$ cat src/codec_pkg.sv
// audio codec port shared types
`default_nettype none

package codec_pkg;

	//////////////////////////////////////////////////////////////////////
	// sample geometry
	//////////////////////////////////////////////////////////////////////

	// bits per sample, MSB sent first
	parameter int sample_w = 16;

	// one stereo frame, left slot then right slot
	localparam int frame_w = 2 * sample_w;

	// bit position counter width within a slot
	localparam int bit_idx_w = $clog2(sample_w);

	// single signed audio sample
	typedef logic signed [sample_w-1:0] sample_t;

	// left sits in the upper half so the frame shifts out left first
	typedef struct packed {
		sample_t left;
		sample_t right;
	} stereo_frame_t;

	//////////////////////////////////////////////////////////////////////
	// timing strobes from the controller
	//////////////////////////////////////////////////////////////////////

	// all pulses are one iCLK_18_4 cycle wide
	typedef struct packed {
		// bck goes low at the end of this cycle
		logic bck_fall;
		// bck goes high at the end of this cycle
		logic bck_rise;
		// falling edge that opens a new slot
		logic slot_start;
		// slot start that opens a left slot
		logic frame_start;
		// current slot is left
		logic left;
		// bit within slot, 0 is MSB
		logic [bit_idx_w-1:0] bit_idx;
	} codec_tick_t;

endpackage

`default_nettype wire

$ cat src/adc_deserializer.sv
// capture frame deserializer
`default_nettype none

module adc_deserializer (
	input  logic iCLK_18_4,
	input  logic iRST_N,
	input  codec_pkg::codec_tick_t tick,
	input  logic adc_data,
	output logic cap_valid,
	output codec_pkg::stereo_frame_t cap_frame
);

	// last bit position of a slot
	localparam int bit_last = codec_pkg::sample_w - 1;

	// two flop input sync, far shorter than a bck phase
	logic [1:0] adc_sync;
	logic adc_bit;

	// bits of the current slot
	codec_pkg::sample_t slot_sr;
	codec_pkg::sample_t slot_word;

	// left word kept until the right one completes
	codec_pkg::sample_t hold_left;

	logic word_done;
	// one full left slot seen since reset
	logic armed;

	//////////////////////////////////////////////////////////////////////
	// input sync and bit shift
	//////////////////////////////////////////////////////////////////////

	always_ff @(posedge iCLK_18_4 or negedge iRST_N)
	begin
		if (!iRST_N)
		begin
			adc_sync <= 2'b00;
		end
		else
		begin
			adc_sync <= {adc_sync[0], adc_data};
		end
	end

	assign adc_bit = adc_sync[1];

	// completed word including the bit sampled this cycle
	assign slot_word = {slot_sr[codec_pkg::sample_w-2:0], adc_bit};

	// LSB sampled at the last rising edge of the slot
	assign word_done = tick.bck_rise &
		(tick.bit_idx == codec_pkg::bit_idx_w'(bit_last));

	// mid bit sample on rising bck
	always_ff @(posedge iCLK_18_4)
	begin
		if (tick.bck_rise)
		begin
			slot_sr <= slot_word;
		end
		if (word_done && tick.left)
		begin
			hold_left <= slot_word;
		end
	end

	//////////////////////////////////////////////////////////////////////
	// frame output
	//////////////////////////////////////////////////////////////////////

	always_ff @(posedge iCLK_18_4 or negedge iRST_N)
	begin
		if (!iRST_N)
		begin
			armed <= 1'b0;
			cap_valid <= 1'b0;
			cap_frame <= '0;
		end
		else
		begin
			cap_valid <= 1'b0;
			if (word_done && tick.left)
			begin
				armed <= 1'b1;
			end
			// right word closes the frame
			if (word_done && !tick.left && armed)
			begin
				cap_frame.left <= hold_left;
				cap_frame.right <= slot_word;
				cap_valid <= 1'b1;
			end
		end
	end

endmodule

`default_nettype wire

$ cat src/audio_codec.sv
// serial audio codec port top level
`default_nettype none

module audio_codec #(
	parameter int ref_clk_hz = 18432000,
	parameter int sample_rate_hz = 8000
) (
	input  logic iCLK_18_4,
	input  logic iRST_N,

	// playback side, one strobe per frame
	input  logic play_valid,
	input  codec_pkg::stereo_frame_t play_frame,

	// capture side, strobe once per frame
	output logic cap_valid,
	output codec_pkg::stereo_frame_t cap_frame,

	// codec pins
	output logic bck,
	output logic lrck,
	output logic dac_data,
	input  logic adc_data
);

	//////////////////////////////////////////////////////////////////////
	// timing controller
	//////////////////////////////////////////////////////////////////////

	// bck edge and slot strobes for both datapaths
	codec_pkg::codec_tick_t tick;

	codec_timing #(
		.ref_clk_hz(ref_clk_hz),
		.sample_rate_hz(sample_rate_hz)
	) i_codec_timing (
		.iCLK_18_4(iCLK_18_4),
		.iRST_N(iRST_N),
		.bck(bck),
		.lrck(lrck),
		.tick(tick)
	);

	//////////////////////////////////////////////////////////////////////
	// playback path
	//////////////////////////////////////////////////////////////////////

	// shifts out on falling bck
	dac_serializer i_dac_serializer (
		.iCLK_18_4(iCLK_18_4),
		.iRST_N(iRST_N),
		.tick(tick),
		.play_valid(play_valid),
		.play_frame(play_frame),
		.dac_data(dac_data)
	);

	//////////////////////////////////////////////////////////////////////
	// capture path
	//////////////////////////////////////////////////////////////////////

	// samples on rising bck
	adc_deserializer i_adc_deserializer (
		.iCLK_18_4(iCLK_18_4),
		.iRST_N(iRST_N),
		.tick(tick),
		.adc_data(adc_data),
		.cap_valid(cap_valid),
		.cap_frame(cap_frame)
	);

endmodule

`default_nettype wire

$ cat src/codec_timing.sv
// codec bit and word clock controller
`default_nettype none

module codec_timing #(
	parameter int ref_clk_hz = 18432000,
	parameter int sample_rate_hz = 8000
) (
	input  logic iCLK_18_4,
	input  logic iRST_N,
	output logic bck,
	output logic lrck,
	output codec_pkg::codec_tick_t tick
);

	//////////////////////////////////////////////////////////////////////
	// divider constants
	//////////////////////////////////////////////////////////////////////

	// ref clock cycles per bck phase
	// 36 for 18.432 MHz and 8 kHz
	localparam int bck_half = ref_clk_hz / (sample_rate_hz * codec_pkg::sample_w * 4);

	// counter must hold bck_half-1, keep at least one bit
	localparam int div_w = (bck_half > 1) ? $clog2(bck_half) : 1;

	// last bit position of a slot
	localparam int bit_last = codec_pkg::sample_w - 1;

	logic [div_w-1:0] div_cnt;
	logic div_end;

	logic [codec_pkg::bit_idx_w-1:0] bit_cnt;

	// edge decodes, one cycle ahead of the pin change
	logic fall_now;
	logic rise_now;
	logic slot_wrap;

	//////////////////////////////////////////////////////////////////////
	// bck generator
	//////////////////////////////////////////////////////////////////////

	assign div_end = (div_cnt == div_w'(bck_half - 1));

	always_ff @(posedge iCLK_18_4 or negedge iRST_N)
	begin
		if (!iRST_N)
		begin
			div_cnt <= '0;
			bck <= 1'b0;
		end
		else if (div_end)
		begin
			// end of a phase, flip the pin
			div_cnt <= '0;
			bck <= ~bck;
		end
		else
		begin
			div_cnt <= div_cnt + 1'b1;
		end
	end

	// bck high now means the toggle takes it low
	assign fall_now = div_end & bck;
	assign rise_now = div_end & ~bck;

	// falling edge after the LSB of a slot
	assign slot_wrap = fall_now & (bit_cnt == codec_pkg::bit_idx_w'(bit_last));

	//////////////////////////////////////////////////////////////////////
	// bit counter and lrck
	//////////////////////////////////////////////////////////////////////

	// lrck high is left, starts low so first slot is right
	always_ff @(posedge iCLK_18_4 or negedge iRST_N)
	begin
		if (!iRST_N)
		begin
			bit_cnt <= '0;
			lrck <= 1'b0;
		end
		else if (fall_now)
		begin
			if (slot_wrap)
			begin
				// new slot, swap channel on the same bck edge
				bit_cnt <= '0;
				lrck <= ~lrck;
			end
			else
			begin
				bit_cnt <= bit_cnt + 1'b1;
			end
		end
	end

	//////////////////////////////////////////////////////////////////////
	// strobe bundle
	//////////////////////////////////////////////////////////////////////

	always_comb
	begin
		tick.bck_fall = fall_now;
		tick.bck_rise = rise_now;
		tick.slot_start = slot_wrap;
		// leaving a right slot means a left slot opens
		tick.frame_start = slot_wrap & ~lrck;
		tick.left = lrck;
		tick.bit_idx = bit_cnt;
	end

endmodule

`default_nettype wire

$ cat src/dac_serializer.sv
// playback frame serializer
`default_nettype none

module dac_serializer (
	input  logic iCLK_18_4,
	input  logic iRST_N,
	input  codec_pkg::codec_tick_t tick,
	input  logic play_valid,
	input  codec_pkg::stereo_frame_t play_frame,
	output logic dac_data
);

	//////////////////////////////////////////////////////////////////////
	// pending frame
	//////////////////////////////////////////////////////////////////////

	// frame waiting for the next left slot
	codec_pkg::stereo_frame_t pending;

	// frame being shifted, current bit at the top
	logic [codec_pkg::frame_w-1:0] shifter;

	// no back-pressure, newest strobe overwrites
	always_ff @(posedge iCLK_18_4 or negedge iRST_N)
	begin
		if (!iRST_N)
		begin
			pending <= '0;
		end
		else if (play_valid)
		begin
			pending <= play_frame;
		end
	end

	//////////////////////////////////////////////////////////////////////
	// shift register
	//////////////////////////////////////////////////////////////////////

	// load at frame start, so the order stays left then right
	// even when playback begins in the middle of a frame
	always_ff @(posedge iCLK_18_4 or negedge iRST_N)
	begin
		if (!iRST_N)
		begin
			shifter <= '0;
		end
		else if (tick.frame_start)
		begin
			// left MSB is on the pin once bck has fallen
			shifter <= pending;
		end
		else if (tick.bck_fall)
		begin
			// next bit, zeros fill behind
			shifter <= {shifter[codec_pkg::frame_w-2:0], 1'b0};
		end
	end

	// pin comes straight off the shifter flop
	// so it changes together with the falling bck
	assign dac_data = shifter[codec_pkg::frame_w-1];

endmodule

`default_nettype wire

$ cat config.mk
export PLATFORM = sky130hd
export DESIGN_NAME = audio_codec
export DESIGN_NICKNAME = d
export VERILOG_FILES = /design/src/codec_pkg.sv /design/src/adc_deserializer.sv /design/src/audio_codec.sv /design/src/codec_timing.sv /design/src/dac_serializer.sv
export SDC_FILE = /design/constraint.sdc
export NUM_CORES = 1
export LEC_CHECK = 0
export ABC_AREA = 1
export BUFFER_PORTS_ARGS = -buffer_cell sky130_fd_sc_hd__buf_2
export CAP_MARGIN = 25
export CORE_ASPECT_RATIO = 0.75
export CORE_MARGIN = 1
export CORE_UTILIZATION = 55
export CTS_CLUSTER_SIZE = 14
export DETAILED_ROUTE_END_ITERATION = 7
export GPL_TIMING_DRIVEN = 1
export PLACE_DENSITY = 0.86
export SYNTH_ARGS = -nofsm -noshare
export SYNTH_HDL_FRONTEND = slang
export SYNTH_SLANG_ARGS = --single-unit
$ cat constraint.sdc
create_clock -name iCLK_18_4 -period 2.3 [get_ports iCLK_18_4]
set_input_delay 0.115 -clock iCLK_18_4 [delete_from_list [all_inputs] [get_ports iCLK_18_4]]
set_output_delay 0.115 -clock iCLK_18_4 [all_outputs]
set_load 0.05 [all_outputs]
== After elaboration in Yosys (flattened, before gate mapping) ==
Cells that the tools add are included.

* Flip-flop bits (word level): 143
* Bits in latches: 0
* RAM bits: 0
* ROM bits: 0
* Output and inout port bits: 36
* Memories kept: 0

* Add/subtract/negate cells: 2
* $mul: 0
* Div/mod/pow operators: 0
* $lt $le $gt $ge: 0
* Equal/unequal tests: 2
* Shift operators: 0
* Muxes and demuxes: 5
* Bitwise gates (word level): 7
* Reduce and logical (&&, ||, !) cells: 6

{| class="wikitable"
|+ Operators by type and width
! operator !! number
|-
| $mux W32 || 2
|-
| $add A6 B1 Y6 const B || 1
|-
| $eq A6 B6 Y1 const B || 1
|-
| $mux W6 || 1
|-
| $and A1 B1 Y1 || 5
|-
| $add A4 B1 Y4 const B || 1
|-
| $eq A4 B4 Y1 const B || 1
|-
| $mux W4 || 1
|-
| $logic_and A1 B1 Y1 || 3
|-
| $not A1 Y1 || 2
|-
| $reduce_and A2 Y1 || 1
|-
| $reduce_bool A2 Y1 || 1
|-
| $logic_not A1 Y1 || 1
|-
| $mux W1 || 1
|}

== Depth between registers and ports, before layout ==
* Depth after elaboration: 6
* Mapped depth: 10

== By module ==
Synthesis repeated with hierarchy kept, for this count alone.

* Cells, all modules: 633
* Area, all modules: 6,008.3 um^2

{| class="wikitable"
|+ Modules (own cells, without submodules)
! module !! instances !! cells an instance !! area each (um^2) !! sequential area each (um^2)
|-
| dac_serializer || 1 || 371 || 2,896.5 || 1,601.5
|-
| adc_deserializer || 1 || 188 || 2,451.1 || 1,831.8
|-
| codec_timing || 1 || 74 || 660.6 || 300.3
|}

== Least setup slack after synthesis ==
Ideal clock, no wire load.

* Kind: reg2reg
* Start: register i_codec_timing.div_cnt[0]
* End: register i_adc_deserializer.hold_left[0], enable pin
* Arrival: 1.587 ns
* Slack: 0.347 ns
* Cell stages (with the launch flop): 8
* Buffers on the path: 0
* Period minus slack after synthesis: 1.953 ns
* Cell sequence: dfrtp_1 > ha_1 > nand2_1 > clkinv_1 > nand3_4 > nor2_4 > nand3_1 > inv_1

{| class="wikitable"
|+ RTL lines
! what !! RTL line !! text
|-
| start, declared || codec_timing.sv:29 || <nowiki>logic [div_w-1:0] div_cnt;</nowiki>
|-
| start signal, assigned || codec_timing.sv:60 || <nowiki>div_cnt <= div_cnt + 1'b1;</nowiki>
|-
| end signal, assigned || adc_deserializer.sv:65 || <nowiki>hold_left <= slot_word;</nowiki>
|-
| end, declared || adc_deserializer.sv:25 || <nowiki>codec_pkg::sample_t hold_left;</nowiki>
|}

==> reports/qor.csv <==
metric,value,unit
clockBufferDepth,2,
drive_above_1_share,0.1680,
cpPeakStageDelay,390,ps
hold_class,primary input to async pin,
synthesis.nets,650,
cp_max_fo,10,
skew,10.49,ps
grt_usage,0.2702,
cts_tree,built,
synth_area,5816,um^2
cts_made_buffers,17,
grt_pass1_wl,22.61,mm
antenna_found_initial,0,
clock_sinks,143,
vias,4617,
maxSlewViolCount,0,
n_antenna_cell,0,
grt_pass1_vias,4717,
viasPerCell,5.356,
initialDrtViolationCount,480,
required,2420,ps
synth.distinct_cells,26,
rows,32,
slowest_stage,dfrtp_1,
power.density,812.8,nW/um^2
core,10290,um^2
port_buffers,71,
initial_core_util,0.5652,
crit_arrival,2140,ps
worstSetupEndpointType,flip-flop,
die_x,120.7,um
p_leak,3.801,nW
die_y,91.05,um
io_pins,72,
grtUsageMet3,0.06784,
slew_headroom,0.3784,
path_clk_slew,70,ps
drc,0,
final_nets,751,
cts_max_level,4,
post_drt_wl_per_cell,15.69,um
first_pass_iters,5,
cp-start-kind,flip-flop,
busiest_layer,met2,
path_cells,ha_1 -> nand2_1 -> clkinv_1 -> nand3_4 -> nor2_4 -> nand3_1 -> inv_1 -> buf_4,
worst_pin_slew,932.4,ps
hpwl,6.820,mm
holdWs,291.7,ps
cts_root_buf,clkbuf_16,
syn_inst,612,
synth_warnings,0,
gp_congestion,0.7450,
worstSetupPathType,flip-flop to flip-flop,
max_freq,0.4950,GHz
met1_usage,0.3420,
layout_min_cycle_time,2020,ps
hold_violations,0,
drv_cap,0,
grt_max_degree,113,
ys_seq_area_frac,0.6420,
gr-usage-met2,0.4416,
wirelength,13.53,mm
power,5.912,mW
die_area,10990,um^2
fin_crit_sh,0.8783,
peakVddDrop,437.0,uV
status,"finished, final reports clean",
grt_overflow,0,
synth.avg_cell_area,9.503,um^2
setup_viol,0,
syn_to_final_growth,25.06,%
ys_ff_latch,143,
fin_util,0.7068,
rsz0062_at_grt,no,
insertion_delay,420,ps
timing.setup.tns,0,ps
ant_nets,0,
final cells by class:
cell class	count	area, um^2
timing repair buffer	114	790.8
clock buffer	18	450.4
tap	136	170.2
multi-input combinational	362	1644
fill	639	3017
sequential	143	3734
clock inverter	14	202.7
inverter	75	281.5
worst paths after layout:
check                                               start                          endpoint  slack, ps  depth (start not counted)
setup / recovery                i_codec_timing.div_cnt[0]  i_adc_deserializer.hold_left[12]        280                          8
hold / removal                                     iRST_N   i_adc_deserializer.cap_frame[4]        290                          3
setup reg to reg                i_codec_timing.div_cnt[0]  i_adc_deserializer.hold_left[12]        280                          8
hold reg to reg            i_adc_deserializer.adc_sync[0]    i_adc_deserializer.adc_sync[1]        360                          0
max in group asynchronous                          iRST_N      i_dac_serializer.pending[18]       1520                          3
min in group iCLK_18_4     i_adc_deserializer.adc_sync[0]    i_adc_deserializer.adc_sync[1]        360                          0
sequential cells by signal, summed over array words and instances, names as in the netlist, 2 cells and up:
name and flops:
i_dac_serializer.shifter 32, i_adc_deserializer.cap_frame 32, i_codec_timing.bit_cnt 4, i_adc_deserializer.hold_left 16, i_dac_serializer.pending 32, i_codec_timing.div_cnt 6
i_adc_deserializer.adc_sync 2, i_adc_deserializer.slot_sr 15
power by group:
group / internal, mW / total (mW) / switching [mW]
Clock: 1.90 / 3.05 / 1.15
Combinational: 0.0856 / 0.205 / 0.119
Sequential: 2.63 / 2.65 / 0.0184
metal layers:
metal,wire length (um),vias up,share of wire
li1,-,2129,-
met1,5317,2220,0.39
met2,6897,222,0.51
met3,890,46,0.066
met4,424,0,0.031
met5,0,-,0
logic make-up after synthesis:
| group | share of synthesized area |
|---|---|
| AOI/OAI and AO/OA | 0.03335 |
| buffers and inverters | 0.07530 |
| DFF | 0.6420 |
| adders and majority gates | 0.004302 |
| xor gates and xnor gates | 0.007530 |
| and+or+nand+nor | 0.2375 |
synth_stat cells:
master    instances  area share
a21oi_1           1     0.00086
and3_1            1      0.0011
buf_2            14       0.012
buf_4             3      0.0039
buf_6             1      0.0019
clkbuf_1         14      0.0090
clkinv_1          1     0.00064
dfrtp_1         112        0.48
edfxtp_1         31        0.16
ha_1              2      0.0043
inv_1            71       0.046
inv_2             3      0.0019
nand2_1         236        0.15
nand3_1          35       0.030
nand3_4           1      0.0030
nand4_1          31       0.033
nand4_2           1      0.0022
nand4_4           1      0.0037
nor2_1            6      0.0039
nor2_2            1      0.0011
nor2_4            3      0.0058
o21ai_0          35       0.030
o22ai_1           1      0.0011
o31ai_1           1      0.0013
or2_2             1      0.0011
xor2_1            5      0.0075
through the flow:
stage / cells / worst slack [ps] / area [um^2]
after floorplan: 612 / 347.3 / 5816
after global placement: 796 / 473.9 / 6280
after detailed placement: 796 / 365.2 / 6280
after CTS: 862 / 330.8 / 7273
after global routing: 862 / 172.9 / 7273
final: 862 / 279.9 / 7273
layout by cell type, fill, tap and decap left out:
master,count
a21oi_1,1
and3_1,1
buf_12,2
buf_2,70
buf_4,8
bufinv_16,4
clkbuf_16,18
clkinv_1,2
clkinv_4,2
clkinvlp_4,2
dfrtp_1,112
dlygate4sd3_1,34
edfxtp_1,31
ha_1,2
inv_1,71
inv_2,3
inv_6,4
inv_8,1
nand2_1,236
nand3_1,35
nand3_4,1
nand4_1,31
nand4_2,1
nand4_4,1
nor2_1,6
nor2_2,1
nor2_4,3
o21ai_0,35
o22ai_1,1
o31ai_1,1
or2_2,1
xor2_1,5
repair_timing:
| action | CTS | global route |
|---|---|---|
| resized for setup | 0 | 0 |
| hold endpoints to repair | 145 | 0 |
| buffers inserted | 0 | 0 |
| hold buffers | 34 | 0 |
worst max-delay path: cells and delay by family (launching register included):
| kind | cells | cell delay (ps) |
|---|---|---|
| flip-flops | 1 | 390 |
| buffers and inverters | 3 | 650 |
| adder cells (fa/ha/maj) | 1 | 260 |
| AND/OR/NAND/NOR | 4 | 410 |
(Power assumes the default switching activity.)
